==> config.mk <==
export PLATFORM = sky130hd
export DESIGN_NAME = fetch_unit
export DESIGN_NICKNAME = d
export VERILOG_FILES = /design/src/rtl/fe_pkg.sv /design/src/rtl/fetch_unit.sv
export VERILOG_INCLUDE_DIRS = /design/src /design/src/rtl
export SDC_FILE = /design/constraint.sdc
export NUM_CORES = 1
export LEC_CHECK = 0
export ABC_AREA = 1
export BUFFER_PORTS_ARGS = -buffer_cell sky130_fd_sc_hd__buf_4
export CORE_ASPECT_RATIO = 1.75
export CORE_MARGIN = 1.5
export CORE_UTILIZATION = 50
export CTS_CLUSTER_DIAMETER = 60
export CTS_CLUSTER_SIZE = 30
export DETAILED_ROUTE_END_ITERATION = 6
export GPL_ROUTABILITY_DRIVEN = 0
export PLACE_DENSITY = 0.81
export SLEW_MARGIN = 20
export SYNTH_ARGS = -nofsm -noshare
export SYNTH_HDL_FRONTEND = slang
export SYNTH_SLANG_ARGS = --single-unit
==> constraint.sdc <==
create_clock -name clk -period 10.9 [get_ports clk]
set_input_delay 0.545 -clock clk [delete_from_list [all_inputs] [get_ports clk]]
set_output_delay 0.545 -clock clk [all_outputs]
set_load 0.005 [all_outputs]
==> src/rtl/fe_settings.svh <==
`ifndef FE_SETTINGS_SVH
`define FE_SETTINGS_SVH

// byte address width of the front end.
`define FE_ADDR_W 12

// depth of the shared word memory.
`define FE_MEM_WORDS 1024

// first fetch address after reset.
`define FE_RESET_PC 12'h000

`endif
==> src/rtl/fe_pkg.sv <==
`default_nettype none

`include "fe_settings.svh"

package fe_pkg;

    typedef logic [`FE_ADDR_W-1:0] paddr_t;
    typedef logic [31:0]           word_t;
    typedef logic [31:0]           instr_t;
    typedef logic [`FE_ADDR_W-3:0] widx_t;

    // fetch checker view of the instruction stream.
    typedef enum logic [1:0] {
        idle,
        pdg_nxt_seq,
        pdg_branch
    } chk_state_t;

    // fetch request side.
    typedef enum logic {
        run,
        wait_grant
    } fetch_state_t;

endpackage

`default_nettype wire

==> src/rtl/fetch_unit.sv <==
`timescale 1ns/1ps
`default_nettype none

`include "fe_settings.svh"

module fetch_unit
    import fe_pkg::*;
(
    input  logic   clk,
    input  logic   reset,

    input  logic   decode_ready,
    input  logic   br_mispred,
    input  paddr_t br_target,
    input  logic   nuke,
    input  paddr_t nuke_target,

    output logic   instr_valid,
    output paddr_t instr_pc,
    output instr_t instr,

    output logic   req,
    output paddr_t addr,
    input  logic   gnt,
    input  logic   rvalid,
    input  word_t  mem_rdata
);

    fetch_state_t state;
    paddr_t       fetch_pc;
    paddr_t       req_pc;
    logic         req_stale;
    logic         rd_busy;
    logic         rd_stale;
    paddr_t       rd_pc;
    logic         buf_valid;
    paddr_t       buf_pc;
    instr_t       buf_instr;
    logic         redirect;
    paddr_t       redirect_pc;
    logic         xfer;
    logic         fill;
    logic         can_issue;

    // nuke wins over a mispredict in the same cycle.
    assign redirect    = nuke | br_mispred;
    assign redirect_pc = nuke ? nuke_target : br_target;

    // the buffered word is wrong path once a redirect shows up.
    assign instr_valid = buf_valid & ~redirect;
    assign instr_pc    = buf_pc;
    assign instr       = buf_instr;
    assign xfer        = instr_valid & decode_ready;

    assign req  = (state == wait_grant);
    assign addr = req_pc;

    // only issue when the buffer is free by the time the word returns.
    assign can_issue = (state == run) & ~rd_busy & (~buf_valid | xfer) & ~redirect;
    assign fill      = rvalid & ~rd_stale & ~redirect;

    always_ff @(posedge clk) begin
        if (reset) begin
            state     <= run;
            fetch_pc  <= `FE_RESET_PC;
            req_stale <= 1'b0;
            rd_busy   <= 1'b0;
            rd_stale  <= 1'b0;
            buf_valid <= 1'b0;
        end else begin
            case (state)
                run: begin
                    if (can_issue) begin
                        state     <= wait_grant;
                        fetch_pc  <= fetch_pc + paddr_t'(4);
                        req_stale <= 1'b0;
                    end
                end
                wait_grant: begin
                    if (gnt) begin
                        state <= run;
                    end
                    if (redirect) begin
                        req_stale <= 1'b1;
                    end
                end
                default: state <= run;
            endcase

            if (redirect) begin
                fetch_pc <= redirect_pc;
            end

            // tag of the single read in flight.
            if (gnt) begin
                rd_busy  <= 1'b1;
                rd_stale <= req_stale | redirect;
            end else if (rvalid) begin
                rd_busy <= 1'b0;
            end else if (redirect) begin
                rd_stale <= 1'b1;
            end

            if (fill) begin
                buf_valid <= 1'b1;
            end else if (xfer || redirect) begin
                buf_valid <= 1'b0;
            end
        end
    end

    always_ff @(posedge clk) begin
        if (can_issue) begin
            req_pc <= fetch_pc;
        end
        if (gnt) begin
            rd_pc <= req_pc;
        end
        if (fill) begin
            buf_pc    <= rd_pc;
            buf_instr <= mem_rdata;
        end
    end

endmodule

`default_nettype wire

# [Word level (Yosys, flattened, before mapping)]
# Index checks and enable logic that the tools add are counted.
[word_totals] reg_bits=85 latch_bits=0 mem_bits_rw=0 mem_bits_ro=0 in_bits=63 output_inout_bits=58 wordCells=53 memories=0
[op_classes] n_addsub=1 multipliers=0 div=0 magnitude_cmp=0 eq_ne=3 shifts=0 n_mux=16 bitwise_logic=15 reduce_logical=8
[ops] operator="12-bit two-way mux" count=4
[ops] operator="12-bit by 3-bit adder with 12-bit output, second input constant" count=1
[ops] operator="1-bit two-way mux" count=10
[ops] operator="2-bit nonzero test" count=4
[ops] operator="1-bit AND" count=7
[ops] operator="2-bit AND reduction" count=3
[ops] operator="1-bit NOT" count=5
[ops] operator="2-bit != test, second input constant" count=2
[ops] operator="1-bit one-hot mux with 2 select lines" count=2
[ops] operator="1-bit OR" count=3
[ops] operator="2-bit by 1-bit != test with 1-bit output, second input constant" count=1
[ops] operator="1-bit logical OR" count=1

# [Longest topological paths before layout]
# Gate-level depths: netlist of the first run.
[depth] word_depth=10 ltp_mapped=8 ltp_nobuf=8

# [Least setup slack after synthesis of the first run]
# OpenSTA, ideal clock, no wires.
[synth_path] path_kind="input to register" start="input nuke" end="register buf_instr[0] (netlist: instr[0]), enable pin" setup_ps=502 arrival_ps=3771 required_time_ps=10398 slack_ps=6627 stages=3 path_buffers=0 cell_sequence="inv_2 > nand2_4 > nor3_1"
[synth_between] elab_chain_len=3
[synth_lines] item="from (decl)" line="fetch_unit.sv:15" rtl="input logic nuke,"
[synth_lines] item="1-bit OR" line="fetch_unit.sv:46" rtl="assign redirect = nuke | br_mispred;"
[synth_lines] item="1-bit NOT" line="fetch_unit.sv:60" rtl="assign fill = rvalid & ~rd_stale & ~redirect;"
[synth_lines] item="1-bit AND" line="fetch_unit.sv:60"
[synth_lines] item="named net fill" line="fetch_unit.sv:42" rtl="logic fill;"
[synth_lines] item="to (signal assigned)" line="fetch_unit.sv:121" rtl="buf_instr <= mem_rdata;"
[synth_lines] item="to (decl)" line="fetch_unit.sv:38" rtl="instr_t buf_instr;"
# The timed path passes the listed nets, and every way through them passes these cells.
# A chain may end at the register's enable or synchronous reset.

# [Worst setup path after layout of the first run]
[layout_path] start="input nuke" end="output instr_valid"
[layout_between] elab_chain_len=3
[layout_lines] item="1-bit OR" line="fetch_unit.sv:46"
[layout_lines] item="1-bit NOT" line="fetch_unit.sv:50" rtl="assign instr_valid = buf_valid & ~redirect;"
[layout_lines] item="1-bit AND" line="fetch_unit.sv:50"
[layout_lines] item="to (decl)" line="fetch_unit.sv:18" rtl="output logic instr_valid,"
# Every way passes these cells.

==> results of run 1 <==
==> cell usage after synthesis <==
library cell,instances
a21oi_1,11
buf_2,1
nand3_1,15
inv_2,2
buf_6,1
edfxtp_1,68
o22ai_1,2
or2_2,1
inv_1,15
clkbuf_1,1
o21ai_0,6
o21ai_1,4
nand2_1,49
nor3_1,4
o211ai_1,1
nand2_2,2
o21bai_1,2
a31oi_1,3
nand2_4,3
o2111ai_1,1
buf_4,2
nor2_4,1
dfxtp_1,17
o21a_1,1
nor2_1,34
ha_1,1
==> power by group <==
group	total (uW)	internal (uW)	switching, uW
Sequential	373	365	8.61
Combinational	55.9	29.3	26.7
Clock	210	111	98.4
Total	639	505	134
==> stage by stage <==
stage / util / instances / setup slack (ps) / power [uW] / hold slack (ps)
6_report: 0.703 / 460 / 9010 / 639 / 373
5_1_grt: 0.703 / 460 / 8950 / 662 / 352
4_1_cts: 0.703 / 460 / 9020 / 645 / 352
3_5_place_dp: 0.671 / 444 / 8760 / 436 / 405
3_3_place_gp: 0.671 / 444 / 8830 / 434 / 400
2_1_floorplan: - / 248 / 6630 / 402 / 400
==> kinds of logic (layout without fill, tap and decap cells) <==
logic type / Yosys count / count (layout) / synth area share
buffers and inverters: 22 / 154 / 0.0315
AO/OA/AOI/OAI: 31 / 31 / 0.0558
flip-flops: 85 / 85 / 0.759
adder cells (fa/ha/maj): 1 / 1 / 0.00399
AND/OR/NAND/NOR: 109 / 109 / 0.150
==> critical path: cells and delay by family <==
kind                   cells  cell delay (ps)
and+or+nand+nor            2              300
buffers and inverters      3              490
==> cells in the final DEF (no fill, tap or decap), types with 4 or more instances in the layout <==
cell type | synthesis | layout
dfxtp_1 | 17 | 17
nand3_1 | 15 | 15
clkbuf_8 | 0 | 10
nor2_1 | 34 | 34
o21ai_1 | 4 | 4
inv_1 | 15 | 15
buf_4 | 2 | 121
edfxtp_1 | 68 | 68
a21oi_1 | 11 | 11
nand2_1 | 49 | 49
o21ai_0 | 6 | 6
==> routing by layer <==
metal / share of wire / vias up
met2: 0.56 / 125
met1: 0.32 / 1030
met4: 0.045 / 0
met5: 0 / -
li1: - / 1113
met3: 0.074 / 26
==> registers in the layout, summed over array words and instances, names as in the netlist <==
signal / count
addr: 12
buf_valid: 1
fetch_pc: 12
instr: 32
instr_pc: 12
rd_busy: 1
rd_pc: 12
rd_stale: 1
req: 1
req_stale: 1
==> how the worst min path moves through the flow <==
stage / startpoint / endpoint / slack [ps] / depth (start not counted)
floorplan: rd_pc[0] / instr_pc[0] / 400 / 0
global placement: rd_pc[0] / instr_pc[0] / 400 / 0
detailed placement: rd_pc[7] / instr_pc[7] / 400 / 0
CTS: mem_rdata[10] / instr[10] / 350 / 1
global route: mem_rdata[8] / instr[8] / 350 / 1
finish: mem_rdata[28] / instr[28] / 370 / 1
==> area by class of cell <==
type | count | area, um^2
clock buffer | 12 | 145
clock inverter | 4 | 47.5
fill | 471 | 1820
inverter | 17 | 63.8
multi-input combinational | 141 | 663
sequential | 85 | 2380
tap | 80 | 100
timing repair buffer | 121 | 908
==> out/qor.csv, run 1 <==
metric,value,unit
cts_tree,done,
cts_setup_buffers,0,
vdd_drop_max,0.0000761,V
htree_levels,3,
worst-path-max-fanout,18,
dp_hpwl,4980,um
wl_per_cell,13.9,um
area_delta_synth_final,37.3,%
netlist_area,3140,um^2
vias_per_cell,4.99,
cts_resized,0,
use_met2,0.373,
io_pins,121,
crit_type,input pin to output pin,
core,6130,um^2
yosys.area.top_type_share,0.650,
timing.fmax,529,MHz
drt-initial-drc-count,99,
vias,2294,
synth_warnings,0,
drive_gt1_frac,0.382,
grt.overflow.total,0,
syn_area_per_cell,12.7,um^2
cp-start-kind,input pin,
dieHeight,108,um
synth_seq_cells,85,
end_kind,output pin,
leakage,0.00181,uW
yosysTopAreaCell,edfxtp_1,
crit_arrival,1340,ps
timing.max_cap.violations,0,
fin_skew,11.6,ps
cts_sinks,85,
chipWidth,62.9,um
route.detailed.drc,0,
grt_pass1_wl,10100,um
ctsHoldBuffers,0,
crit_start,nuke,
rsz0062_at_grt,false,
diodes,0,
clk_pin_slew,80,ps
r2r_cells,3,
grt_pass1_vias,2148,
nNetsFinal,439,
cts_buffers,9,
dr.pass1.iters,4,
grt_usage,0.203,
crit_slowest_cell,inv_2,
r2r_start,req,
worst_path_largest_cell_delay,200,ps
crit_top_cell,buf_4,
path_cells,buf_4 > inv_2 > nand2_4 > nor2_1 > buf_4,
busiest_layer,met2,
antenna_left,0,
final.min_clock_period,1890,ps
cts_root_buf,clkbuf_8,
grtUsageMet3,0.0471,
period_share,0.173,
crit_end,instr_valid,
synth_cells,248,
final-hold-violation-count,0,
power.density,148,nW/um^2
finalSetupTns,0,ps
synth.area.top_cells,"edfxtp_1, dfxtp_1, nand2_1",
r2r_setup_slack,9180,ps
cts_buffer_depth,2,
worst_pin_slew,511,ps
worst_r2r_endpoint,addr[10],
syn_nets,312,
placed_area,4120,um^2
routed_wl,6390,um
ys_seq_area_frac,0.759,
hold_class,input pin to flip-flop,
report.final.slew_viol_count,0,
synth.distinct_cells,26,
std_cell_rows,38,
required,10360,ps
setup_violations,0,
worstSkewPairLatency,340,ps
use_met1,0.196,
floorplan.initialDensity,0.512,
portBuffers,120,
status,finished clean,
grt_max_degree,45,
die_area,6780,um^2
relSlewSlack,0.659,
fin_area,4310,um^2
antenna_found_initial,0,
Power figures use the tool's default switching activity.
==> run 2, diff against run 1 <==
--- a/config.mk
+++ b/config.mk
@@ -10,12 +10,12 @@
 export BUFFER_PORTS_ARGS = -buffer_cell sky130_fd_sc_hd__buf_4
 export CORE_ASPECT_RATIO = 1.75
 export CORE_MARGIN = 1.5
-export CORE_UTILIZATION = 50
+export CORE_UTILIZATION = 48
 export CTS_CLUSTER_DIAMETER = 60
 export CTS_CLUSTER_SIZE = 30
 export DETAILED_ROUTE_END_ITERATION = 6
 export GPL_ROUTABILITY_DRIVEN = 0
-export PLACE_DENSITY = 0.81
+export PLACE_DENSITY = 0.79
 export SLEW_MARGIN = 20
 export SYNTH_ARGS = -nofsm -noshare
 export SYNTH_HDL_FRONTEND = slang
==> constraint.sdc (replaced) <==
create_clock -name clk -period 1.9 [get_ports clk]
set_input_delay 0.095 -clock clk [delete_from_list [all_inputs] [get_ports clk]]
set_output_delay 0.095 -clock clk [all_outputs]
set_load 0.005 [all_outputs]
==> out/qor.csv, run 2 (same netlist as run 1, synthesis figures left out) <==
metric,value,unit,change
status,finished clean,,
r2r_cells,3,,unchanged
hp-start,br_target[0],,
power_frac_comb,0.100,,+0.012
diodes,0,,unchanged
fin_skew,5.38,ps,-6.18 ps
power.density,848,nW/um^2,+470%
dieHeight,110,um,+2.0%
path_cells,nor2_1 > o211ai_1 > inv_1,,
wl_per_cell,16.4,um,+18%
vias,2499,,+8.9%
grt_usage,0.244,,+0.0407
route.detailed.drc,0,,unchanged
cts_root_buf,clkbuf_8,,
timing.fmax,651,MHz,
end_kind,flip-flop,,
grt.overflow.total,0,,unchanged
power_frac_seq,0.536,,-0.048
cts_tree,done,,
worst_r2r_endpoint,addr[0],,
layout.cells.most_common,buf_4,,
std_cell_rows,38,,unchanged
worst_path_largest_cell_delay,420,ps,+220 ps
report.final.slew_viol_count,0,,unchanged
r2r_setup_slack,360,ps,-8820 ps
swShare,0.206,,-0.00304
crit_slowest_cell,inv_1,,
crit_arrival,1520,ps,+180 ps
io_pins,121,,unchanged
clkPwrFrac,0.364,,+0.036
crit_type,flip-flop to flip-flop,,
largest_reg_flops,32,,unchanged
antenna_found_initial,0,,unchanged
core,6280,um^2,+2.3%
finalSetupTns,0,ps,unchanged
worstPathBufferInverterCount,1,,-2
drt-initial-drc-count,104,,+5.1%
die_area,7050,um^2,+4.0%
grt_pass1_wl,12400,um,+23%
holdWs,39.5,ps,-334 ps
leakage,0.00198,uW,+9.4%
multi_input_area,669,um^2,+0.94%
routed_wl,8120,um,+27%
required,1880,ps,-8480 ps
cts_buffers,9,,unchanged
worst-path-max-fanout,12,,-6
hold_depth,3,,+2
drive_gt1_frac,0.352,,-0.0298
relSlewSlack,0.659,,about the same
final.min_clock_period,1540,ps,
layout_common_cells,"buf_4, edfxtp_1, nand2_1",,
portBuffers,120,,unchanged
vdd_drop_max,0.000563,V,+640%
dp_hpwl,4920,um,-1.1%
p_sw,824,uW,+520%
hold_class,input pin to flip-flop,,
worstSkewPairLatency,340,ps,about the same
nNetsFinal,474,,+8.0%
grt_max_degree,45,,unchanged
cts_sinks,85,,unchanged
seqCellArea,2380,um^2,unchanged
clk_pin_slew,80,ps,about the same
timing.max_cap.violations,0,,unchanged
holdPathEnd,fetch_pc[0],,
rsz0062_at_grt,false,,
period_share,0.809,,
floorplan.initialDensity,0.500,,-0.0116
setup_violations,0,,unchanged
path_delay_family,buffers and inverters,,
worst_pin_slew,511,ps,-0.0641 ps
grt_pass1_vias,2533,,+18%
cp-start-kind,flip-flop,,
r2r_start,req,,
final-hold-violation-count,0,,unchanged
intPower,3170,uW,+530%
vias_per_cell,5.05,,+1.2%
nFillCells,427,,-9.3%
htree_levels,3,,unchanged
antenna_left,0,,unchanged
dr.pass1.iters,4,,unchanged
cts_buffer_depth,2,,unchanged
chipWidth,64.1,um,+2.0%
area_delta_synth_final,50.1,%,
run 2: power by group through the flow:
stage / Clock, uW / Combinational [uW] / Sequential [uW]
finish: 1460 / 399 / 2140
global route: 1520 / 438 / 2150
CTS: 1460 / 393 / 2140
detailed placement: 0 / 333 / 2180
global placement: 0 / 322 / 2170
floorplan: 0 / 137 / 2170
run 2: final cells by class:
| class | instances | area share |
|---|---|---|
| Inverter | 17 | 0.0135 |
| Tap cell | 80 | 0.0212 |
| Multi-Input combinational cell | 141 | 0.142 |
| Sequential cell | 85 | 0.506 |
| Clock inverter | 6 | 0.0218 |
| Timing Repair Buffer | 156 | 0.269 |
| Clock buffer | 10 | 0.0271 |
run 2: worst max-delay path by stage:
| stage | start | to | slack (ps) | cells past startpoint |
|---|---|---|---|---|
| floorplan | rd_stale | instr[0] | 30 | 1 |
| global placement | req | addr[11] | 480 | 3 |
| detailed placement | req | addr[9] | 370 | 3 |
| CTS | req | addr[0] | 370 | 3 |
| global route | req | addr[11] | 250 | 3 |
| finish | req | addr[0] | 360 | 3 |
run 2: through the flow:
stage / cells / power, uW / utilization / cell area (um^2) / worst slack (ps)
after floorplan: 248 / 2310 / - / 3150 / 27.4
after global placement: 446 / 2500 / 0.661 / 4150 / 476
after detailed placement: 446 / 2510 / 0.661 / 4150 / 374
after CTS: 495 / 3990 / 0.751 / 4710 / 365
after global routing: 495 / 4110 / 0.751 / 4710 / 253
final: 495 / 4000 / 0.751 / 4710 / 363
run 2: metal layers:
layer | up-vias | track usage | share of wire
li1 | 1184 | - | -
met2 | 128 | 0.477 | 0.57
met4 | 0 | 0.138 | 0.030
met3 | 18 | 0.0508 | 0.066
met1 | 1169 | 0.227 | 0.34
met5 | - | 0 | 0
run 2: repair_timing:
action	CTS	global route
hold endpoints to repair	35	0
setup buffers	0	0
hold buffers	33	0
resized for setup	0	0
run 2: tightest hold or removal path: cells and delay by family:
kind,cells,cell delay [ps]
compound gates,1,70
buf+inv,1,110
simple gates,1,60
==> run 3, diff against run 2 <==
==> constraint.sdc (replaced) <==
create_clock -name clk -period 1.5 [get_ports clk]
set_input_delay 0.075 -clock clk [delete_from_list [all_inputs] [get_ports clk]]
set_output_delay 0.075 -clock clk [all_outputs]
set_load 0.005 [all_outputs]
==> out/qor.csv, run 3 (same netlist as run 1, synthesis figures left out) <==
metric,value,unit,change
r2r_cells,8,,+5
antenna_left,0,,unchanged
finalSetupTns,0,ps,unchanged
wl_per_cell,15.9,um,-3.4%
diodes,0,,unchanged
vias,2493,,-0.24%
routed_wl,7940,um,-2.2%
setup_violations,0,,unchanged
io_pins,121,,unchanged
timing.max_cap.violations,0,,unchanged
end_kind,flip-flop,,
std_cell_rows,38,,unchanged
layout.cells.most_common,buf_4,,
holdWs,17.4,ps,-22.0 ps
p_sw,1050,uW,+28%
relSlewSlack,0.738,,+0.0785
dr.pass1.iters,5,,+1
grt_max_degree,46,,+2.2%
p_total,4760,uW,+19%
portBuffers,120,,unchanged
dp_cells,450,,+0.90%
cts_root_buf,clkbuf_8,,
final.setup.worst_slack,112,ps,-251 ps
grt.overflow.total,0,,unchanged
cts_setup_buffers,0,,unchanged
layout_common_cells,"buf_4, edfxtp_1, nand2_1",,
r2r_setup_slack,110,ps,-250 ps
timing.fmax,720,MHz,+11%
hold_depth,3,,unchanged
status,finished clean,,
htree_levels,3,,unchanged
report.final.slew_viol_count,0,,unchanged
antenna_found_initial,0,,unchanged
dr_wl_met2,4600,um,about the same
clk_pin_slew,90,ps,about the same
grt_pass1_wl,12400,um,-0.22%
pre_cts_ws,114,ps,-260 ps
required,1750,ps,-130 ps
drive_gt1_frac,0.363,,+0.0116
cts_buffer_depth,2,,unchanged
chipWidth,64.1,um,unchanged
dieHeight,110,um,unchanged
holdPathEnd,fetch_pc[1],,
cts_sinks,85,,unchanged
fin_skew,16.7,ps,+11.3 ps
dp_hpwl,4800,um,-2.6%
hp-start,br_target[1],,
grt_usage,0.240,,-0.00401
leakage,0.00199,uW,+0.37%
floorplan.initialDensity,0.500,,unchanged
core,6280,um^2,unchanged
crit_arrival,1640,ps,+120 ps
rsz0062_at_grt,false,,
worstSkewPairLatency,350,ps,about the same
cts_tree,done,,
worst_r2r_endpoint,fetch_pc[10],,
cts_buffers,9,,unchanged
r2r_start,fetch_pc[2],,
final.min_clock_period,1390,ps,-149 ps
final-hold-violation-count,0,,unchanged
swShare,0.221,,+0.0153
grt_pass1_vias,2528,,-0.20%
hold_class,input pin to flip-flop,,
period_share,0.926,,+0.117
dr_wl_met3,538,um,+1.1%
power_frac_seq,0.570,,+0.034
nNetsFinal,480,,+1.3%
area_delta_synth_final,50.5,%,
met1_length,2720,um,-0.73%
intPower,3710,uW,+17%
cp-start-kind,flip-flop,,
worst-path-max-fanout,6,,-6
vias_per_cell,4.98,,-1.4%
worst_pin_slew,393,ps,-118 ps
die_area,7050,um^2,unchanged
top_layer,met4,,
fin_cells,501,,+1.2%
largest_reg_flops,32,,unchanged
route.detailed.drc,0,,unchanged
power.density,1010,nW/um^2,+19%
crit_type,flip-flop to flip-flop,,
power_frac_comb,0.109,,+0.009
clkPwrFrac,0.322,,-0.042
vdd_drop_max,0.000567,V,+0.73%
drt-initial-drc-count,118,,+13%
-- run 3: repair_timing --
action,4_1_cts,5_1_grt
endpoints found under the hold margin,36,0
setup endpoints to repair,0,2
hold buffers,35,0
resized for setup,0,2
-- run 3: final cells by class --
cell class / count / area [um^2]
clock buffer: 12 / 135
tap: 80 / 100
clock inverter: 4 / 48.8
timing repair buffer: 162 / 1320
fill: 432 / 1550
multi-input combinational: 141 / 677
inverter: 17 / 63.8
sequential: 85 / 2380
-- run 3: worst max-delay path by stage --
stage                startpoint            to  depth (start not counted)
CTS                 fetch_pc[2]   fetch_pc[8]                          7
global placement    fetch_pc[2]   fetch_pc[8]                          6
finish              fetch_pc[2]  fetch_pc[10]                          8
floorplan              rd_stale      instr[0]                          1
global route        fetch_pc[2]  fetch_pc[10]                          8
detailed placement  fetch_pc[2]   fetch_pc[8]                          7
-- run 3: critical path, cell delays in order (launching register included) --
cell,delay [ps]
dfxtp_1,430
ha_1,240
nand2_1,130
nor2_1,180
nand3_1,90
nand2_1,60
nor2_1,40
nor2_1,80
nor2_1,50
-- run 3: per-stage QoR --
step,util,cell area (um^2)
after detailed placement,0.666,4180
after CTS,0.752,4720
after global placement,0.666,4180
final,0.753,4720
after global routing,0.753,4720
after floorplan,-,3150
-- run 3: routing by layer --
metal  GRT usage  vias to the layer above
li1            -                     1194
met2       0.472                      120
met1       0.233                     1173
met5           0                        -
met3      0.0589                        6
met4      0.0942                        0
-- run 3: power by group through the flow --
stage               logic, uW  clock network, uW  registers [uW]
finish                    517               1530            2710
global route              564               1670            2720
CTS                       507               1540            2700
detailed placement        430                  0            2760
global placement          419                  0            2750
floorplan                 174                  0            2750
