$ cat config.mk
export PLATFORM = sky130hd
export DESIGN_NAME = mem_arbiter
export DESIGN_NICKNAME = d
export VERILOG_FILES = /design/src/rtl/fe_pkg.sv /design/src/rtl/mem_arbiter.sv
export VERILOG_INCLUDE_DIRS = /design/src /design/src/rtl
export SDC_FILE = /design/constraint.sdc
export NUM_CORES = 1
export LEC_CHECK = 0
export BUFFER_PORTS_ARGS = -buffer_cell sky130_fd_sc_hd__buf_2
export CORE_MARGIN = 8
export CORE_UTILIZATION = 22
export CTS_CLUSTER_DIAMETER = 30
export DETAILED_ROUTE_END_ITERATION = 16
export PLACE_DENSITY = 0.77
export SYNTH_ARGS = -nofsm -noshare
export SYNTH_HDL_FRONTEND = slang
export SYNTH_SLANG_ARGS = --single-unit
$ cat constraint.sdc
create_clock -name clk -period 0.9 [get_ports clk]
set_input_delay 0.045 -clock clk [delete_from_list [all_inputs] [get_ports clk]]
set_output_delay 0.045 -clock clk [all_outputs]
set_load 0.005 [all_outputs]
$ cat src/rtl/fe_settings.svh
`ifndef FE_SETTINGS_SVH
`define FE_SETTINGS_SVH

// byte address width of the front end.
`define FE_ADDR_W 12

// depth of the shared word memory.
`define FE_MEM_WORDS 1024

// first fetch address after reset.
`define FE_RESET_PC 12'h000

`endif
$ cat src/rtl/fe_pkg.sv
`default_nettype none

`include "fe_settings.svh"

package fe_pkg;

    typedef logic [`FE_ADDR_W-1:0] paddr_t;
    typedef logic [31:0]           word_t;
    typedef logic [31:0]           instr_t;
    typedef logic [`FE_ADDR_W-3:0] widx_t;

    // fetch checker view of the instruction stream.
    typedef enum logic [1:0] {
        idle,
        pdg_nxt_seq,
        pdg_branch
    } chk_state_t;

    // fetch request side.
    typedef enum logic {
        run,
        wait_grant
    } fetch_state_t;

endpackage

`default_nettype wire

$ cat src/rtl/mem_arbiter.sv
`timescale 1ns/1ps
`default_nettype none

`include "fe_settings.svh"

module mem_arbiter
    import fe_pkg::*;
(
    input  logic   clk,
    input  logic   reset,

    input  logic   fetch_req,
    input  paddr_t fetch_addr,
    output logic   fetch_gnt,
    output logic   fetch_rvalid,

    input  logic   host_req_m,
    input  logic   host_we_m,
    input  paddr_t host_addr_m,
    input  word_t  host_wdata_m,
    output logic   host_gnt,
    output logic   host_rvalid,

    output logic   mem_en,
    output logic   mem_we,
    output widx_t  mem_addr,
    output word_t  mem_wdata
);

    // set when host won the last granted cycle.
    logic last_host;

    assign fetch_gnt = fetch_req & (~host_req_m | last_host);
    assign host_gnt  = host_req_m & (~fetch_req | ~last_host);

    assign mem_en    = fetch_gnt | host_gnt;
    assign mem_we    = host_gnt & host_we_m;
    assign mem_addr  = host_gnt ? host_addr_m[`FE_ADDR_W-1:2] : fetch_addr[`FE_ADDR_W-1:2];
    assign mem_wdata = host_wdata_m;

    always_ff @(posedge clk) begin
        if (reset) begin
            last_host    <= 1'b0;
            fetch_rvalid <= 1'b0;
            host_rvalid  <= 1'b0;
        end else begin
            if (mem_en) begin
                last_host <= host_gnt;
            end
            // owner of the read now in the memory pipe.
            fetch_rvalid <= fetch_gnt;
            host_rvalid  <= host_gnt & ~host_we_m;
        end
    end

    a_one_grant: assert property (@(posedge clk) disable iff (reset)
        !(fetch_gnt && host_gnt))
        else $error("both peers granted at once");

endmodule

`default_nettype wire

## Word level (Yosys, flattened, before mapping)

Index checks and enable logic that the tools add are counted.
Widths: inputs -> output; s select.

- Register bits: 3
- Input port bits: 61

- Muxes and demuxes: 1
- Bitwise gates (word level): 11

Operator list:

| cell | count |
|---|---|
| $mux 10 | 1 |
| $and 1x1->1 | 4 |
| $not 1->1 | 4 |
| $or 1x1->1 | 3 |

## Longest topological paths before layout

Gate-level depths: netlist (run 1).

- Depth in word-level cells: 4
- Gate-level depth with buffers: 3
- Mapped depth without buffers: 2

## Worst setup path after synthesis (run 1)

No wires, ideal clock.

- Path kind: reg-to-output
- Start point: register last_host
- End point: output mem_addr[2]
- Arrival time: 0.969 ns
- Required time: 0.855 ns
- Slack: -0.114 ns
- Stages on the path, launching flop included: 4
- Buffers on the path: 1
- Cells stage by stage: dfxtp_1 a21boi_4 buf_6 mux2_4

- Word-level cells in the longest chain between the ends: 4

RTL lines:

| element | line | RTL |
|---|---|---|
| start, declared | mem_arbiter.sv:31 | `logic last_host;` |
| start signal, assigned | mem_arbiter.sv:48 | `last_host <= host_gnt;` |
| $not 1->1 | mem_arbiter.sv:34 | `assign host_gnt = host_req_m & (~fetch_req \| ~last_host);` |
| $or 1x1->1 | mem_arbiter.sv:34 |  |
| $and 1x1->1 | mem_arbiter.sv:34 |  |
| named net host_gnt | mem_arbiter.sv:21 | `output logic host_gnt,` |
| $mux 10 | mem_arbiter.sv:38 | `` assign mem_addr = host_gnt ? host_addr_m[`FE_ADDR_W-1:2] : fetch_addr[`FE_ADDR_W-1:2]; `` |
| end, declared | mem_arbiter.sv:26 | `output widx_t mem_addr,` |

The timed path passes the listed nets, and every way through them passes these cells.

## Final worst setup path (run 1)

- Start point: register last_host
- End point: output mem_addr[9]

- Word-level cells in the longest chain between the ends: 4

RTL lines:

| element | line |
|---|---|
| $not 1->1 | mem_arbiter.sv:34 |
| $or 1x1->1 | mem_arbiter.sv:34 |
| $and 1x1->1 | mem_arbiter.sv:34 |
| $mux 10 | mem_arbiter.sv:38 |

Every way passes these cells.

==> results of run 1 <==
[metrics by stage]
step	area (µm²)	worst slack (ns)	hold slack, ns	TNS, ns
4_1_cts	636	-0.477	0.00460	-5.27
5_1_grt	671	-0.496	0.000301	-6.04
2_1_floorplan	528	-0.105	0.107	-0.738
3_5_place_dp	547	-0.231	0.0900	-2.06
3_3_place_gp	547	-0.210	0.0900	-1.85
6_report	671	-0.464	0.00676	-5.62
[registers in the layout, summed over array words and instances, names as in the netlist]
| name | flops |
|---|---|
| fetch_rvalid | 1 |
| host_rvalid | 1 |
| last_host | 1 |
[worst max-delay path: cells and delay by family (launching register included)]
family | cells | cell delay, ns
DFF | 1 | 0.33
muxes | 1 | 0.33
buffers and inverters | 2 | 0.29
AOI/OAI and AO/OA | 1 | 0.15
[area by class of cell]
cell class	count	area, µm²	area share (%)
Multi-Input combinational cell	19	229	34.1
Timing Repair Buffer	46	319	47.6
Sequential cell	3	61.3	9.14
Clock buffer	4	26.3	3.92
Tap cell	28	35.0	5.22
[repair_timing]
item,CTS,global route
endpoints found under the setup margin,14,16
gates cloned,0,0
pin swaps,1,0
buffers inserted,1,2
gates resized for setup,9,5
[logic make-up after synthesis]
logic type / count (synthesis) / share of synthesized area (%)
compound gates: 2 / 4.51
flops: 3 / 11.4
mux: 10 / 26.4
buf+inv: 33 / 47.7
simple gates: 7 / 9.98
[worst max path at each step]
| stage | from | to | slack, ns |
|---|---|---|---|
| after floorplan | last_host$_SDFFE_PP0P_ | mem_addr[2] | -0.11 |
| after global routing | last_host$_SDFFE_PP0P_ | mem_addr[0] | -0.50 |
| after detailed placement | last_host$_SDFFE_PP0P_ | mem_addr[9] | -0.23 |
| after global placement | last_host$_SDFFE_PP0P_ | mem_addr[9] | -0.21 |
| final | last_host$_SDFFE_PP0P_ | mem_addr[9] | -0.46 |
| after CTS | last_host$_SDFFE_PP0P_ | mem_addr[9] | -0.48 |
[power by group through the flow]
| stage | sequential (mW) | clock [mW] | combinational [mW] |
|---|---|---|---|
| final | 0.146 | 0.232 | 0.319 |
| after global routing | 0.147 | 0.251 | 0.340 |
| after CTS | 0.146 | 0.242 | 0.297 |
| after detailed placement | 0.148 | 0 | 0.248 |
| after global placement | 0.148 | 0 | 0.241 |
| after floorplan | 0.149 | 0 | 0.226 |
[layout by cell type, fill, tap and decap left out]
cell      Yosys  routed
buf_2         0      32
buf_6         1      11
mux2_4        7       7
mux2_2        3       3
clkbuf_4      0       3
dfxtp_1       3       2
buf_4        32       2
a21boi_4      1       1
or2_2         1       1
nand2b_4      0       1
and2_4        0       1
and2_1        2       1
and3b_1       1       1
nor3b_2       1       1
nand2b_1      2       1
a21oi_2       0       1
clkbuf_1      0       1
dfxtp_2       0       1
buf_12        0       1
[routing by layer]
metal	track usage [%]	vias to the layer above	wire (µm)
met3	6.19	2	375
met2	12.7	61	763
met5	0	-	0
li1	-	182	-
met1	4.37	194	457
met4	2.18	0	4
==> impl_metrics.json, run 1 <==
{
  "status": "finished with violations",
  "violations": "setup timing",
  "finalClockSkew_ns": 0.00175,
  "die_w_um": 64.9,
  "rsz0062_at_grt": "true",
  "worstHoldStart": "host_we_m",
  "arrival_ns": 1.32,
  "fp.dieH_um": 64.9,
  "tightest_slew_ns": 0.152,
  "synthArstFlopShare_pct": 0,
  "p_switching_mw": 0.175,
  "leakage_nw": 0.360,
  "cts_tree": "done",
  "drt-total-wl_um": 1600,
  "cp.required_ns": 0.85,
  "avgSynthCellArea_um2": 9.58,
  "reg2reg_depth": 6,
  "place.port_buffers": 40,
  "postLayoutSetupSlackWorst_ns": -0.464,
  "clkTransAtPathRegs_ns": 0.04,
  "h-tree-depth": 1,
  "yosys_warnings": 0,
  "grt_usage_pct": 6.67,
  "hpwl_um": 1320,
  "synthesis.instances": 55,
  "hold_viol": 0,
  "clockBufferDepth": 2,
  "antenna_found_initial": 0,
  "start_kind": "register",
  "cts_root_buffer": "clkbuf_4",
  "r2r_end": "fetch_rvalid$_SDFF_PP0_",
  "via_per_inst": 4.39,
  "ios": 109,
  "post-route-util_pct": 30.0,
  "synth_edf_count": 0,
  "critPathKind": "reg -> out",
  "seq_area_frac_synth_pct": 11.4,
  "combinationalPowerShare_pct": 45.8,
  "cts.sinks": 3,
  "drv_slew": 0,
  "whs_path_depth": 2,
  "finalWeightedCongestion": 0.861,
  "drc": 0,
  "fillers": 248,
  "hp-class": "in -> reg",
  "num_vias": 439,
  "area_delta_synth_final_pct": 27.3,
  "synth_area_leaders": "buf_4 (46%), mux2_4 (20%), dfxtp_1 (11%)",
  "min_to": "host_rvalid$_SDFF_PP0_",
  "hold_buffers": 0,
  "synthesis.area_um2": 527,
  "antenna_left": 0,
  "finalPower_mw": 0.698,
  "seq_power_share_pct": 21.0,
  "critPathMaxStageDelay_ns": 0.33,
  "grt_overflow_total": 0,
  "die_area_mm2": 0.00422,
  "drive_gt1_share_pct": 91.7,
  "period_needed_ns": 1.36,
  "drt-wirelength-per-cell_um": 16.0,
  "insertion_delay_ns": 0.23,
  "slew_headroom_pct": 89.8,
  "ys_types": 12,
  "netlist.area_leader.share_pct": 45.6,
  "setup_viol": 16,
  "core_mm2": 0.00223,
  "crit_fanout": 13,
  "drtIter0Drc": 6,
  "power.internal_mw": 0.523,
  "synthTopCellsByCount": "buf_4 (32), mux2_4 (7), dfxtp_1 (3), mux2_2 (3)",
  "r2r_setup_slack_ns": -0.26,
  "grt_pass1_vias": 460,
  "switching_share_pct": 25.1,
  "cp_cell_sequence": "a21boi_4, buf_12, mux2_2, buf_2",
  "start_util_pct": 23.6,
  "synth_seq_cells": 3,
  "numCtsBuffers": 3,
  "cp-end-kind": "output port",
  "num_antenna_cells": 0,
  "final_cells": 100,
  "synthesis.nets": 116,
  "yosysTopAreaCell": "buf_4",
  "clock_power_share_pct": 33.3,
  "nNetsFinal": 134,
  "grt_pass1_wl_um": 2290,
  "synthFlopType": "dfxtp_1",
  "r2r_start": "last_host$_SDFFE_PP0P_",
  "placedCellCount": 93,
  "drv_cap": 0,
  "synth.most_common_cell": "buf_4",
  "row_count": 17,
  "grt_max_degree": 14,
  "peakVddDrop_uv": 831,
  "powerDensity_mw_per_mm2": 1040,
  "post-route-period-util_pct": 152,
  "dr.pass1.iters": 2,
  "slowest_stage": "dfxtp_2",
  "fmax_ghz": 0.733
}
Power figures use the tool's default switching activity.
==> inputs of run 2 (changes only) <==
--- a/config.mk
+++ b/config.mk
@@ -8,10 +8,10 @@
 export LEC_CHECK = 0
 export BUFFER_PORTS_ARGS = -buffer_cell sky130_fd_sc_hd__buf_2
 export CORE_MARGIN = 8
-export CORE_UTILIZATION = 22
+export CORE_UTILIZATION = 26
 export CTS_CLUSTER_DIAMETER = 30
 export DETAILED_ROUTE_END_ITERATION = 16
-export PLACE_DENSITY = 0.77
+export PLACE_DENSITY = 0.85
 export SYNTH_ARGS = -nofsm -noshare
 export SYNTH_HDL_FRONTEND = slang
 export SYNTH_SLANG_ARGS = --single-unit
==> constraint.sdc (replaced) <==
create_clock -name clk -period 1.65 [get_ports clk]
set_input_delay 0.0825 -clock clk [delete_from_list [all_inputs] [get_ports clk]]
set_output_delay 0.0825 -clock clk [all_outputs]
set_load 0.005 [all_outputs]
==> run 2 against run 1 <==
Against the previous run: the flow now finishes without violations; register-to-register slack improved by 0.93 ns; clock skew increased by 0.0012 ns; utilization decreased by 2.1 points; setup slack improved by 0.61 ns; first-iteration DRC count increased by 17%; sequential share of layout area increased by 1.9 points; power decreased by 53%; combinational power decreased by 62%; non-clock buffer count decreased by 5; die area decreased by 12%; clock-buffer cell count unchanged; critical path type unchanged; critical endpoint is now mem_addr[5]; highest routed layer unchanged.
==> impl_metrics.json, run 2 (same netlist as run 1, synthesis figures left out) <==
{
  "status": "finished clean",
  "multi_input_area_um2": 215,
  "cts.sinks": 3,
  "insertion_delay_ns": 0.23,
  "h-tree-depth": 1,
  "worstHoldStart": "host_we_m",
  "fp.dieH_um": 61.0,
  "wl_met2_um": 550,
  "met1Wirelength_um": 445,
  "powerDensity_mw_per_mm2": 608,
  "drv_cap": 0,
  "fillers": 224,
  "final_common_cell": "buf_2",
  "r2r_setup_slack_ns": 0.67,
  "final_area_um2": 543,
  "grt_pass1_vias": 408,
  "cts_tree": "done",
  "fin_hold_ws_ns": 0.0368,
  "dpl_cell_area_um2": 517,
  "hold_buffers": 0,
  "area_delta_synth_final_pct": 3.09,
  "post-route-period-util_pct": 91.1,
  "placedCellCount": 90,
  "start_kind": "register",
  "finalPower_mw": 0.330,
  "crit_fanout": 10,
  "fmax_ghz": 0.665,
  "grt_pass1_wl_um": 1770,
  "drtIter0Drc": 7,
  "ios": 109,
  "leakage_nw": 0.306,
  "clockBufferDepth": 2,
  "cp.required_ns": 1.57,
  "row_count": 16,
  "final_cell_mix": "buf_2 (40), mux2_4 (7), mux2_2 (3), clkbuf_4 (3), dfxtp_1 (3)",
  "rsz0062_at_grt": "false",
  "antenna_found_initial": 0,
  "hold_viol": 0,
  "hp-class": "in -> reg",
  "r2r_end": "host_rvalid$_SDFF_PP0_",
  "drive_gt1_share_pct": 85.1,
  "reg_top3": "fetch_rvalid: 1 flops, host_rvalid: 1 flops, last_host: 1 flops",
  "cts_root_buffer": "clkbuf_4",
  "drt-wirelength-per-cell_um": 14.5,
  "drt-total-wl_um": 1360,
  "min_to": "host_rvalid$_SDFF_PP0_",
  "nNetsFinal": 129,
  "clkTransAtPathRegs_ns": 0.04,
  "route.top_layer_used": "met4",
  "whs_path_depth": 2,
  "final_cells": 94,
  "grt_max_degree": 11,
  "finalClockSkew_ns": 0.00295,
  "antenna_left": 0,
  "cp-end-kind": "output port",
  "grt_usage_pct": 6.50,
  "start_util_pct": 27.1,
  "grt_overflow_total": 0,
  "arrival_ns": 1.42,
  "tightest_slew_ns": 0.162,
  "peakVddDrop_uv": 294,
  "die_w_um": 61.0,
  "period_needed_ns": 1.50,
  "finalWeightedCongestion": 0.588,
  "r2r_start": "last_host$_SDFFE_PP0P_",
  "place.port_buffers": 40,
  "core_mm2": 0.00194,
  "hpwl_um": 1200,
  "tns_ns": 0,
  "slew_headroom_pct": 89.2,
  "num_vias": 396,
  "drv_slew": 0,
  "via_per_inst": 4.21,
  "seq_area_um2": 60.1,
  "reg2reg_depth": 3,
  "met3_length_um": 289,
  "dr.pass1.iters": 3,
  "cts_setup_buffers": 0,
  "critPathKind": "reg -> out",
  "drc": 0,
  "numCtsBuffers": 3,
  "cts.repair.resized": 0,
  "setup_viol": 0,
  "num_antenna_cells": 0,
  "die_area_mm2": 0.00372
}
[run 2: worst max path at each step]
stage	startpoint	end	slack, ns
global route	last_host$_SDFFE_PP0P_	mem_addr[5]	0.08
detailed placement	last_host$_SDFFE_PP0P_	mem_addr[5]	0.38
floorplan	last_host$_SDFFE_PP0P_	mem_addr[2]	0.60
CTS	last_host$_SDFFE_PP0P_	mem_addr[5]	0.12
global placement	last_host$_SDFFE_PP0P_	mem_addr[6]	0.40
finish	last_host$_SDFFE_PP0P_	mem_addr[5]	0.15
[run 2: power by group]
group / internal (mW) / switching, mW
Clock: 0.0907 / 0.0391
Combinational: 0.0782 / 0.0427
Sequential: 0.0770 / 0.00256
[run 2: final cells by class]
class,instances,share of cell area [%]
clock buffer,4,4.84
multi-input combinational,19,39.6
sequential,3,11.1
tap,27,6.22
timing repair buffer,41,38.2
[run 2: through the flow]
stage | worst slack, ns | util (%)
final | 0.147 | 28.0
after floorplan | 0.598 | -
after CTS | 0.120 | 28.0
after global placement | 0.401 | 26.6
after global routing | 0.0834 | 28.0
after detailed placement | 0.376 | 26.6
[run 2: layer usage]
layer  global-route usage [%]  vias to the layer above
met4                     7.64                        0
met5                        0                        -
met2                     10.9                       56
met1                     4.96                      157
met3                     3.34                       14
li1                         -                      169
[run 2: worst max-delay path: stages, from the launching register on]
cell and delay, ns:
dfxtp_1 0.33, a21boi_4 0.18, buf_4 0.22, mux2_4 0.32
buf_2 0.13
==> inputs of run 3 (changes only) <==
--- a/config.mk
+++ b/config.mk
@@ -7,11 +7,13 @@
 export NUM_CORES = 1
 export LEC_CHECK = 0
 export BUFFER_PORTS_ARGS = -buffer_cell sky130_fd_sc_hd__buf_2
+export CELL_PAD_IN_SITES_DETAIL_PLACEMENT = 1
+export CELL_PAD_IN_SITES_GLOBAL_PLACEMENT = 1
 export CORE_MARGIN = 8
-export CORE_UTILIZATION = 26
+export CORE_UTILIZATION = 12
 export CTS_CLUSTER_DIAMETER = 30
 export DETAILED_ROUTE_END_ITERATION = 16
-export PLACE_DENSITY = 0.85
+export PLACE_DENSITY_LB_ADDON = 0.1
 export SYNTH_ARGS = -nofsm -noshare
 export SYNTH_HDL_FRONTEND = slang
 export SYNTH_SLANG_ARGS = --single-unit
==> constraint.sdc (replaced) <==
create_clock -name clk -period 1.3 [get_ports clk]
set_input_delay 0.065 -clock clk [delete_from_list [all_inputs] [get_ports clk]]
set_output_delay 0.065 -clock clk [all_outputs]
set_load 0.005 [all_outputs]
==> run 3 against run 2 <==
Against the previous run: cell area up 27%; power up 75%; global-route usage down 2.7 points; utilization down 12 points; largest power group unchanged; flip-flop and latch count unchanged; setup slack worse by 0.19 ns; wire length up 9.1%; combinational power up 72%; largest cell class is now buffers; highest routed layer unchanged; via count down 2.3%; clock-buffer cell count unchanged; clock skew down 0.0019 ns; register-to-register slack worse by 0.32 ns; the run now ends with setup timing left.
==> impl_metrics.json, run 3 (same netlist as run 1, synthesis figures left out) <==
{
  "status": "finished with violations",
  "violations": "setup timing",
  "core_mm2": 0.00429,
  "setup_viol": 10,
  "crit_family": "flip-flops",
  "powerDensity_mw_per_mm2": 839,
  "cts.sinks": 3,
  "hpwl_um": 1230,
  "drv_cap": 0,
  "cp.required_ns": 1.24,
  "cp-end-kind": "output port",
  "finalWeightedCongestion": 0.660,
  "fillers": 513,
  "r2r_start": "last_host$_SDFFE_PP0P_",
  "crit_fanout": 12,
  "critPathMaxStageDelay_ns": 0.33,
  "grt_max_degree": 13,
  "clockBufferDepth": 2,
  "start_util_pct": 12.3,
  "hold_buffers": 0,
  "startpoint": "last_host$_SDFFE_PP0P_",
  "slowest_stage": "dfxtp_2",
  "hp-class": "in -> reg",
  "period_needed_ns": 1.35,
  "postLayoutSetupSlackWorst_ns": -0.0450,
  "via_per_inst": 3.23,
  "critical_path_buf_inv_count": 2,
  "grt_overflow_total": 0,
  "die_w_um": 82.3,
  "antenna_left": 0,
  "finalClockSkew_ns": 0.00107,
  "num_antenna_cells": 0,
  "area_delta_synth_final_pct": 30.6,
  "post-route-period-util_pct": 103,
  "slew_headroom_pct": 91.5,
  "fmax_ghz": 0.743,
  "drt-wirelength-per-cell_um": 12.4,
  "rsz0062_at_grt": "true",
  "fp.dieH_um": 82.3,
  "place.port_buffers": 40,
  "drive_gt1_share_pct": 86.8,
  "grt_pass1_vias": 421,
  "nNetsFinal": 130,
  "placedCellCount": 115,
  "final_common_cell": "buf_2",
  "cts_tree": "done",
  "numCtsBuffers": 3,
  "drt-total-wl_um": 1490,
  "leakage_nw": 0.357,
  "final_cell_mix": "buf_2 (30), mux2_4 (10), buf_6 (10), clkbuf_8 (3)",
  "num_vias": 387,
  "cts_root_buffer": "clkbuf_8",
  "die_area_mm2": 0.00677,
  "grt_usage_pct": 3.75,
  "critPathKind": "reg -> out",
  "tightest_slew_ns": 0.126,
  "final_cells": 120,
  "drc": 0,
  "dpl_cell_area_um2": 561,
  "grt_pass1_wl_um": 1980,
  "peakVddDrop_uv": 226,
  "row_count": 24,
  "reg_top3": "fetch_rvalid: 1 flops, host_rvalid: 1 flops, last_host: 1 flops",
  "h-tree-depth": 1,
  "ios": 109,
  "dr.pass1.iters": 3,
  "clkTransAtPathRegs_ns": 0.03,
  "start_kind": "register",
  "hold_viol": 0,
  "cp_cell_sequence": "a21boi_4, buf_12, mux2_4, buf_6",
  "drtIter0Drc": 15,
  "worstHoldStart": "host_we_m",
  "drv_slew": 0,
  "final_area_um2": 688,
  "arrival_ns": 1.28,
  "insertion_delay_ns": 0.21,
  "antenna_found_initial": 0
}
## run 3: cell types whose count changed in the layout (fill, tap and decap cells not counted)
cell and change:
mux2_2 -3, buf_12 +1, dfxtp_1 -1, clkbuf_8 +3, buf_6 +10, clkbuf_4 -3, mux2_4 +3, buf_2 -10
dfxtp_2 +1
## run 3: final timing paths
kind	to	slack [ns]	depth (start not counted)
min	host_rvalid$_SDFF_PP0_	0.04	2
max reg2reg	host_rvalid$_SDFF_PP0_	0.35	4
min reg2reg	last_host$_SDFFE_PP0P_	0.49	2
max	mem_addr[9]	-0.05	4
## run 3: layout make-up
cell class / instances / area [µm²] / share of cell area (%)
sequential: 3 / 61.3 / 8.91
tap: 52 / 65.1 / 9.45
timing repair buffer: 42 / 290 / 42.2
multi-input combinational: 19 / 226 / 32.9
clock buffer: 4 / 45.0 / 6.55
## run 3: repair_timing
| action | in CTS | in global routing |
|---|---|---|
| pin swaps | 0 | 0 |
| endpoints found under the setup margin | 10 | 11 |
| gates resized for setup | 14 | 0 |
| setup buffers | 1 | 0 |
## run 3: per-stage QoR
stage / setup WS [ns] / utilization, % / hold slack [ns] / setup TNS [ns] / total power, mW
after floorplan: 0.266 / - / 0.134 / 0 / 0.259
after global placement: 0.121 / 13.1 / 0.130 / 0 / 0.269
after detailed placement: 0.123 / 13.1 / 0.130 / 0 / 0.269
after CTS: -0.0630 / 16.0 / 0.0367 / -0.591 / 0.591
after global routing: -0.0966 / 16.0 / 0.0379 / -0.916 / 0.618
final: -0.0450 / 16.0 / 0.0394 / -0.415 / 0.577
## run 3: metal layers
layer	wire [µm]	GRT usage (%)	vias to the layer above
li1	-	-	171
met1	433	3.38	165
met2	678	6.34	45
met3	359	1.95	6
met4	14	2.81	0
met5	0	0	-
## run 3: where the power goes
| group | switching (mW) | total [mW] | internal (mW) | leakage (nW) |
|---|---|---|---|---|
| combinational | 0.0667 | 0.208 | 0.142 | 0.309 |
| clock | 0.0582 | 0.267 | 0.209 | 0.0228 |
| sequential | 0.00329 | 0.102 | 0.0984 | 0.0250 |
